`src/hw/pipePkg.sv`:
```
`default_nettype none

package pipePkg;

	// cause codes as seen by the exception record.
	typedef enum logic [4:0] {
		excAdEL = 5'd4,
		excAdES = 5'd5,
		excRI   = 5'd10,
		excOv   = 5'd12,
		excNone = 5'd15
	} excCode_t;

	typedef enum logic [1:0] {
		sizeWord  = 2'd0,
		sizeHalf  = 2'd1,
		sizeHalfU = 2'd2
	} memSize_t;

	// primary opcodes.
	localparam logic [5:0] opSpecial = 6'h00;
	localparam logic [5:0] opLh      = 6'h21;
	localparam logic [5:0] opLw      = 6'h23;
	localparam logic [5:0] opLhu     = 6'h25;
	localparam logic [5:0] opSh      = 6'h29;
	localparam logic [5:0] opSw      = 6'h2b;

	// function field under opSpecial.
	localparam logic [5:0] fnAdd  = 6'h20;
	localparam logic [5:0] fnAddu = 6'h21;

	// one instruction word, read either as register or immediate format.
	typedef union packed {
		struct packed {
			logic [5:0] opcode;
			logic [4:0] rs;
			logic [4:0] rt;
			logic [4:0] rd;
			logic [4:0] shamt;
			logic [5:0] funct;
		} rType;
		struct packed {
			logic [5:0]  opcode;
			logic [4:0]  rs;
			logic [4:0]  rt;
			logic [15:0] imm;
		} iType;
	} instrWord_t;

endpackage

`default_nettype wire

```
`src/hw/fetchStage.sv`:
```
`default_nettype none

module fetchStage #(
	parameter logic [31:0] RESET_VECTOR = 32'h0000_3000,
	parameter logic [31:0] EXC_VECTOR   = 32'h8000_0180
) (
	input  logic        clk,
	input  logic        rst,
	input  logic        fetch,
	input  logic        flush,
	input  logic [31:0] instr,
	input  logic [31:0] rsData,
	input  logic [31:0] rtData,
	output logic [31:0] pc,
	output logic        idValid,
	output logic [31:0] idPc,
	output logic [31:0] idInstr,
	output logic [31:0] idRs,
	output logic [31:0] idRt
);

	// program counter.
	// a flush wins over a fetch in the same cycle, so the vector is not stepped.
	always_ff @(posedge clk) begin
		if (!rst) begin
			pc <= RESET_VECTOR;
		end else if (flush) begin
			pc <= EXC_VECTOR;
		end else if (fetch) begin
			pc <= pc + 32'd4;
		end
	end

	// fetch/decode valid bit.
	always_ff @(posedge clk) begin
		if (!rst || flush) begin
			idValid <= 1'b0;
		end else begin
			idValid <= fetch;
		end
	end

	// fetch/decode payload.
	always_ff @(posedge clk) begin
		if (fetch) begin
			idPc <= pc;
			idInstr <= instr;
			idRs <= rsData;
			idRt <= rtData;
		end
	end

endmodule

`default_nettype wire

```
`src/hw/decodeStage.sv`:
```
`default_nettype none

module decodeStage
	import pipePkg::*;
(
	input  logic        clk,
	input  logic        rst,
	input  logic        flush,
	input  logic        idValid,
	input  logic [31:0] idPc,
	input  logic [31:0] idInstr,
	input  logic [31:0] idRs,
	input  logic [31:0] idRt,
	output logic        exValid,
	output logic [31:0] exPc,
	output logic [31:0] exA,
	output logic [31:0] exB,
	output logic [15:0] exImm,
	output logic [4:0]  exRd,
	output logic        exIsAdd,
	output logic        exTrap,
	output logic        exRd_en,
	output logic        exWr_en,
	output memSize_t    exSize,
	output excCode_t    exExc
);

	instrWord_t word;
	logic       isAdd;
	logic       isTrap;
	logic       isLoad;
	logic       isStore;
	memSize_t   size;
	excCode_t   code;
	logic [4:0] dest;

	assign word = idInstr;

	always_comb begin
		isAdd = 1'b0;
		isTrap = 1'b0;
		isLoad = 1'b0;
		isStore = 1'b0;
		size = sizeWord;
		code = excNone;
		dest = word.iType.rt;
		case (word.iType.opcode)
			opSpecial: begin
				// register format, result goes to rd.
				dest = word.rType.rd;
				case (word.rType.funct)
					fnAdd: begin
						isAdd = 1'b1;
						isTrap = 1'b1;
					end
					fnAddu: isAdd = 1'b1;
					default: code = excRI;
				endcase
			end
			opLw: isLoad = 1'b1;
			opLh: begin
				isLoad = 1'b1;
				size = sizeHalf;
			end
			opLhu: begin
				isLoad = 1'b1;
				size = sizeHalfU;
			end
			opSw: isStore = 1'b1;
			opSh: begin
				isStore = 1'b1;
				size = sizeHalf;
			end
			default: code = excRI;
		endcase
	end

	// decode/execute control, bubbles carry no controls.
	always_ff @(posedge clk) begin
		if (!rst || flush) begin
			exValid <= 1'b0;
			exIsAdd <= 1'b0;
			exTrap <= 1'b0;
			exRd_en <= 1'b0;
			exWr_en <= 1'b0;
			exExc <= excNone;
		end else begin
			exValid <= idValid;
			exIsAdd <= idValid && isAdd;
			exTrap <= idValid && isTrap;
			exRd_en <= idValid && isLoad;
			exWr_en <= idValid && isStore;
			exExc <= idValid ? code : excNone;
		end
	end

	// decode/execute payload.
	always_ff @(posedge clk) begin
		exPc <= idPc;
		exA <= idRs;
		exB <= idRt;
		exImm <= word.iType.imm;
		exRd <= dest;
		exSize <= size;
	end

endmodule

`default_nettype wire

```
`src/hw/executeStage.sv`:
```
`default_nettype none

module executeStage
	import pipePkg::*;
(
	input  logic        clk,
	input  logic        rst,
	input  logic        flush,
	input  logic        exValid,
	input  logic [31:0] exPc,
	input  logic [31:0] exA,
	input  logic [31:0] exB,
	input  logic [15:0] exImm,
	input  logic [4:0]  exRd,
	input  logic        exIsAdd,
	input  logic        exTrap,
	input  logic        exRd_en,
	input  logic        exWr_en,
	input  memSize_t    exSize,
	input  excCode_t    exExc,
	output logic        memAddWr,
	output logic        memRd,
	output logic        memWr,
	output memSize_t    memSize,
	output logic [31:0] memAddr,
	output logic [31:0] memWData,
	output logic [31:0] memSum,
	output logic [4:0]  memWbRd,
	output logic        memExc,
	output excCode_t    memExcCode,
	output logic [31:0] memBadAddr,
	output logic [31:0] memPc
);

	logic [31:0] opB;
	logic [31:0] sum;
	logic        overflow;
	logic        misaligned;
	logic        excepting;
	excCode_t    code;
	logic [31:0] badAddr;

	// second operand is rt for adds, the sign-extended offset for memory ops.
	assign opB = exIsAdd ? exB : {{16{exImm[15]}}, exImm};
	assign sum = exA + opB;
	assign overflow = (exA[31] == opB[31]) && (sum[31] != exA[31]);

	// words need both low bits clear, halves only bit 0.
	assign misaligned = (exSize == sizeWord) ? (sum[1:0] != 2'b00) : sum[0];

	// oldest cause first.
	always_comb begin
		excepting = 1'b1;
		code = excNone;
		badAddr = exPc;
		if (exValid && exExc != excNone) begin
			code = exExc;
		end else if (exValid && exTrap && overflow) begin
			code = excOv;
		end else if (exWr_en && misaligned) begin
			code = excAdES;
			badAddr = sum;
		end else if (exRd_en && misaligned) begin
			code = excAdEL;
			badAddr = sum;
		end else begin
			excepting = 1'b0;
		end
	end

	// execute/memory control.
	always_ff @(posedge clk) begin
		if (!rst || flush) begin
			memAddWr <= 1'b0;
			memRd <= 1'b0;
			memWr <= 1'b0;
			memExc <= 1'b0;
			memExcCode <= excNone;
		end else begin
			memAddWr <= exValid && exIsAdd && !excepting;
			memRd <= exRd_en && !excepting;
			memWr <= exWr_en && !excepting;
			memExc <= excepting;
			memExcCode <= code;
		end
	end

	// execute/memory payload.
	always_ff @(posedge clk) begin
		memSize <= exSize;
		memAddr <= sum;
		memWData <= exB;
		memWbRd <= exRd;
		memBadAddr <= badAddr;
		memPc <= exPc;
	end

	// the add result and the memory address are the same adder output.
	assign memSum = memAddr;

endmodule

`default_nettype wire

```
`src/hw/commitStage.sv`:
```
`default_nettype none

module commitStage
	import pipePkg::*;
(
	input  logic        clk,
	input  logic        rst,
	input  logic        memAddWr,
	input  logic [31:0] memSum,
	input  logic [4:0]  memWbRd,
	input  logic        memExc,
	input  excCode_t    memExcCode,
	input  logic [31:0] memBadAddr,
	input  logic [31:0] memPc,
	output logic        flush,
	output logic        wbValid,
	output logic [4:0]  wbRd,
	output logic [31:0] wbData,
	output logic        excValid,
	output excCode_t    excCode,
	output logic [31:0] epc,
	output logic [31:0] badVAddr
);

	// everything younger than an excepting instruction is dropped.
	assign flush = memExc;

	// single-cycle strobes.
	always_ff @(posedge clk) begin
		if (!rst) begin
			wbValid <= 1'b0;
			excValid <= 1'b0;
		end else begin
			wbValid <= memAddWr;
			excValid <= memExc;
		end
	end

	// exception record, held until the next exception.
	always_ff @(posedge clk) begin
		if (!rst) begin
			excCode <= excNone;
			epc <= 32'd0;
			badVAddr <= 32'd0;
		end else if (memExc) begin
			excCode <= memExcCode;
			epc <= memPc;
			badVAddr <= memBadAddr;
		end
	end

	// memory/writeback payload.
	always_ff @(posedge clk) begin
		wbRd <= memWbRd;
		wbData <= memSum;
	end

endmodule

`default_nettype wire

```
`src/hw/exceptPipe.sv`:
```
`default_nettype none

module exceptPipe
	import pipePkg::*;
#(
	parameter logic [31:0] RESET_VECTOR = 32'h0000_3000,
	parameter logic [31:0] EXC_VECTOR   = 32'h8000_0180
) (
	input  logic        clk,
	input  logic        rst,
	input  logic        fetch,
	input  logic [31:0] instr,
	input  logic [31:0] rsData,
	input  logic [31:0] rtData,
	output logic [31:0] pc,
	output logic        memRd,
	output logic        memWr,
	output memSize_t    memSize,
	output logic [31:0] memAddr,
	output logic [31:0] memWData,
	output logic        wbValid,
	output logic [4:0]  wbRd,
	output logic [31:0] wbData,
	output logic        excValid,
	output excCode_t    excCode,
	output logic [31:0] epc,
	output logic [31:0] badVAddr
);

	logic        flush;
	logic        idValid;
	logic [31:0] idPc;
	logic [31:0] idInstr;
	logic [31:0] idRs;
	logic [31:0] idRt;
	logic        exValid;
	logic [31:0] exPc;
	logic [31:0] exA;
	logic [31:0] exB;
	logic [15:0] exImm;
	logic [4:0]  exRd;
	logic        exIsAdd;
	logic        exTrap;
	logic        exRd_en;
	logic        exWr_en;
	memSize_t    exSize;
	excCode_t    exExc;
	logic        memAddWr;
	logic [31:0] memSum;
	logic [4:0]  memWbRd;
	logic        memExc;
	excCode_t    memExcCode;
	logic [31:0] memBadAddr;
	logic [31:0] memPc;

	fetchStage #(
		.RESET_VECTOR(RESET_VECTOR),
		.EXC_VECTOR(EXC_VECTOR)
	) fetchStage_inst (
		.clk(clk),
		.rst(rst),
		.fetch(fetch),
		.flush(flush),
		.instr(instr),
		.rsData(rsData),
		.rtData(rtData),
		.pc(pc),
		.idValid(idValid),
		.idPc(idPc),
		.idInstr(idInstr),
		.idRs(idRs),
		.idRt(idRt)
	);

	decodeStage decodeStage_inst (
		.clk(clk),
		.rst(rst),
		.flush(flush),
		.idValid(idValid),
		.idPc(idPc),
		.idInstr(idInstr),
		.idRs(idRs),
		.idRt(idRt),
		.exValid(exValid),
		.exPc(exPc),
		.exA(exA),
		.exB(exB),
		.exImm(exImm),
		.exRd(exRd),
		.exIsAdd(exIsAdd),
		.exTrap(exTrap),
		.exRd_en(exRd_en),
		.exWr_en(exWr_en),
		.exSize(exSize),
		.exExc(exExc)
	);

	executeStage executeStage_inst (
		.clk(clk),
		.rst(rst),
		.flush(flush),
		.exValid(exValid),
		.exPc(exPc),
		.exA(exA),
		.exB(exB),
		.exImm(exImm),
		.exRd(exRd),
		.exIsAdd(exIsAdd),
		.exTrap(exTrap),
		.exRd_en(exRd_en),
		.exWr_en(exWr_en),
		.exSize(exSize),
		.exExc(exExc),
		.memAddWr(memAddWr),
		.memRd(memRd),
		.memWr(memWr),
		.memSize(memSize),
		.memAddr(memAddr),
		.memWData(memWData),
		.memSum(memSum),
		.memWbRd(memWbRd),
		.memExc(memExc),
		.memExcCode(memExcCode),
		.memBadAddr(memBadAddr),
		.memPc(memPc)
	);

	commitStage commitStage_inst (
		.clk(clk),
		.rst(rst),
		.memAddWr(memAddWr),
		.memSum(memSum),
		.memWbRd(memWbRd),
		.memExc(memExc),
		.memExcCode(memExcCode),
		.memBadAddr(memBadAddr),
		.memPc(memPc),
		.flush(flush),
		.wbValid(wbValid),
		.wbRd(wbRd),
		.wbData(wbData),
		.excValid(excValid),
		.excCode(excCode),
		.epc(epc),
		.badVAddr(badVAddr)
	);

endmodule

`default_nettype wire

```
`config.mk`:
```
export PLATFORM = sky130hd
export DESIGN_NAME = exceptPipe
export DESIGN_NICKNAME = d
export VERILOG_FILES = /design/src/hw/pipePkg.sv /design/src/hw/fetchStage.sv /design/src/hw/decodeStage.sv /design/src/hw/executeStage.sv /design/src/hw/commitStage.sv /design/src/hw/exceptPipe.sv
export SDC_FILE = /design/constraint.sdc
export NUM_CORES = 1
export LEC_CHECK = 0
export ABC_CLOCK_PERIOD_IN_PS = 6200
export BUFFER_PORTS_ARGS = -buffer_cell sky130_fd_sc_hd__buf_2
export CAP_MARGIN = 20
export CORE_MARGIN = 3
export CORE_UTILIZATION = 30
export DETAILED_ROUTE_END_ITERATION = 6
export HOLD_SLACK_MARGIN = 0.02
export PLACE_DENSITY = 0.54
export SLEW_MARGIN = 30
export SYNTH_ARGS = -nofsm -noshare
export SYNTH_HDL_FRONTEND = slang
export SYNTH_HIERARCHICAL = 1
export SYNTH_SLANG_ARGS = --single-unit
```
`constraint.sdc`:
```
create_clock -name clk -period 6.2 [get_ports clk]
set_input_delay 0.62 -clock clk [delete_from_list [all_inputs] [get_ports clk]]
set_output_delay 0.62 -clock clk [all_outputs]
set_load 0.1 [all_outputs]
```
==> results.toml <==
[placement]
place.gp.congestion = 0.791
portBuffers = 299
dp_slack_ns = 1.25
hpwl_mm = 28.6

[timing]
layout_worst_path_cycle_share_pct = 78.6
rsz0062_at_grt = "false"
tightest_slew_ns = 0.919
finalHoldViolations = 0
max_freq_mhz = 205
drv_slew = 0
slew_headroom_pct = 38.7
period_needed_ns = 4.87
whs_ns = 0.187
setup_viol = 0
worst_slack_ns = 1.33
skew_ns = 0.0214
fin_tns_setup_ns = 0

[power]
clkPwrFrac_pct = 36.3
p_per_area_mw_per_mm2 = 439
ir_drop_mv = 0.262
internal_power_mw = 6.04
comb_power_share_pct = 20.4
swShare_pct = 33.6
seq_power_share_pct = 43.3
switchingPower_mw = 3.05
p_leak_nw = 8.46

[routing]
routed_via_density = 4.26
routed_wl_mm = 40.1
dr_wl_met2_mm = 19.0
drcViolationCount = 0
ant_nets = 0
top_layer = "met5"
drt_iter0_markers = 343
route.met3.wl_mm = 1.96
first_pass_iters = 6
routed-via-count = 9787
wl_met1_mm = 18.0
routedWlPerCell_um = 17.5

[clock_tree]
cts_buffer_depth = 3
cts_sinks = 529
htree_levels = 2
cts_made_buffers = 56
post_cts_buffers = 0
path_clk_slew_ns = 0.06
cts-resized-gates = 0
hold_buffers = 0
cts_tree = "built"
worstSkewPairLatency_ns = 0.60
clockRootBuffer = "clkbuf_16"

[floorplan]
core-area_mm2 = 0.0554
die_w_um = 243
start_util_pct = 30.5
pin_count = 307
row_count = 86
die_area_mm2 = 0.0592
die_h_um = 243

[worst_setup_path]
r2r_slack_ns = 1.33
cp_max_fo = 18
critPathKind = "flip-flop to flip-flop"
crit_start = "decodeStage_inst/exIsAdd"
worstPathRequired_ns = 6.68
endpoint_kind = "flip-flop"
critPathLaunchType = "flip-flop"
r2r-start = "decodeStage_inst/exIsAdd"
arrival_ns = 5.35

[final_layout]
drive_gt1_share_pct = 30.8
ff_latch_area_mm2 = 0.0118
multi_input_area_mm2 = 0.00450
n_fill_cell = 5324
syn2layout_area_growth_pct = 22.5
final_nets = 1632

[synth]
synthCells = 1207
syn_area_per_cell_um2 = 14.0
syn-cell-area_mm2 = 0.0169
ys_warn_count = 6

[status]
outcome = "finished clean"

[global_route]
antenna_found_initial = 4
grt_usage_pct = 13.3
grt_pass1_vias = 9890
grt_remaining_overflow = 0
grt_pass1_wl_mm = 60.2
grt_max_degree = 53

[hold_path]
hold_path.class = "primary input to flip-flop"
hp-start = "instr[31]"

[flow_run]
max_cap_violations = 0
## registers in the layout, summed over array words and instances (netlist names), 30 cells and up
name / cells
commitStage_inst/badVAddr: 32
commitStage_inst/epc: 32
commitStage_inst/wbData: 32
decodeStage_inst/exA: 32
decodeStage_inst/exB: 32
decodeStage_inst/exPc: 32
executeStage_inst/memAddr: 32
executeStage_inst/memBadAddr: 32
executeStage_inst/memPc: 32
executeStage_inst/memWData: 32
fetchStage_inst/idRs: 32
fetchStage_inst/idRt: 32
fetchStage_inst/idPc: 30
fetchStage_inst/pc: 30
## power by group through the flow
stage,Sequential (mW),Combinational [mW],Clock [mW]
floorplan,5.20,0.394,0
global placement,4.01,1.86,0
detailed placement,4.02,1.86,0
CTS,3.94,1.87,3.42
global route,3.97,1.92,3.56
finish,3.94,1.86,3.30
## through the flow
stage          total power [mW]  util, %  area, µm²  instances
2_1_floorplan              5.60        -      16900       1211
3_3_place_gp               5.87     34.0      18800       2190
3_5_place_dp               5.88     34.0      18800       2190
4_1_cts                    9.23     37.3      20700       2293
5_1_grt                    9.45     37.3      20700       2293
6_report                   9.09     37.3      20700       2296
## cell usage in the layout, fill, tap and decap left out, drive strengths merged, types with 5 or more instances in the layout
cell	n
xnor2	27
buf	308
ha	32
xor2	12
nand2	62
nand4	10
and2	8
mux2i	72
o211ai	8
mux2	52
o31ai	6
conb	7
o21ai	16
inv	16
o21bai	9
or3	7
clkbuf	76
and3	7
dfxtp	408
nor3	11
clkinv	14
a21oi	38
nand3	16
or4	5
nor2b	70
and4	11
nor2	36
a41o	5
a21o	10
o21a	8
nand2b	9
edfxtp	121
## worst max-delay path, cell delays in order, from the launching register on
cell      delay (ns)
dfxtp_2         0.65
nand2b_1        0.73
nand2_1         0.12
ha_1            0.38
a21oi_1         0.30
o21bai_1        0.13
a22o_1          0.24
a31o_2          0.24
a41o_2          0.31
a41o_2          0.33
mux2i_4         0.21
nor4_4          0.29
buf_4           0.37
mux2_2          0.38
## metal layers
metal  GRT usage [%]  vias to the layer above
met2            22.3                      207
met3            3.25                       73
met4            4.48                        6
met1            16.9                     4686
li1                -                     4815
met5               0                        -
## cell type report
| type | count | area share, % |
|---|---|---|
| inverters | 9 | 0.163 |
| well taps | 748 | 4.52 |
| clock buffers | 76 | 7.63 |
| repair buffers | 308 | 7.59 |
| diodes | 3 | 0.0363 |
| multi-input cells | 596 | 21.7 |
| clock inverters | 27 | 1.27 |
| flip-flops and latches | 529 | 57.0 |
## final timing paths
check,to,depth (start not counted)
worst min-delay path,fetchStage_inst/idInstr[31],1
worst min register to register,decodeStage_inst/exA[14],0
worst max-delay path,executeStage_inst/memBadAddr[20],13
worst max register to register,executeStage_inst/memBadAddr[20],13
Power figures use the tool's default switching activity.
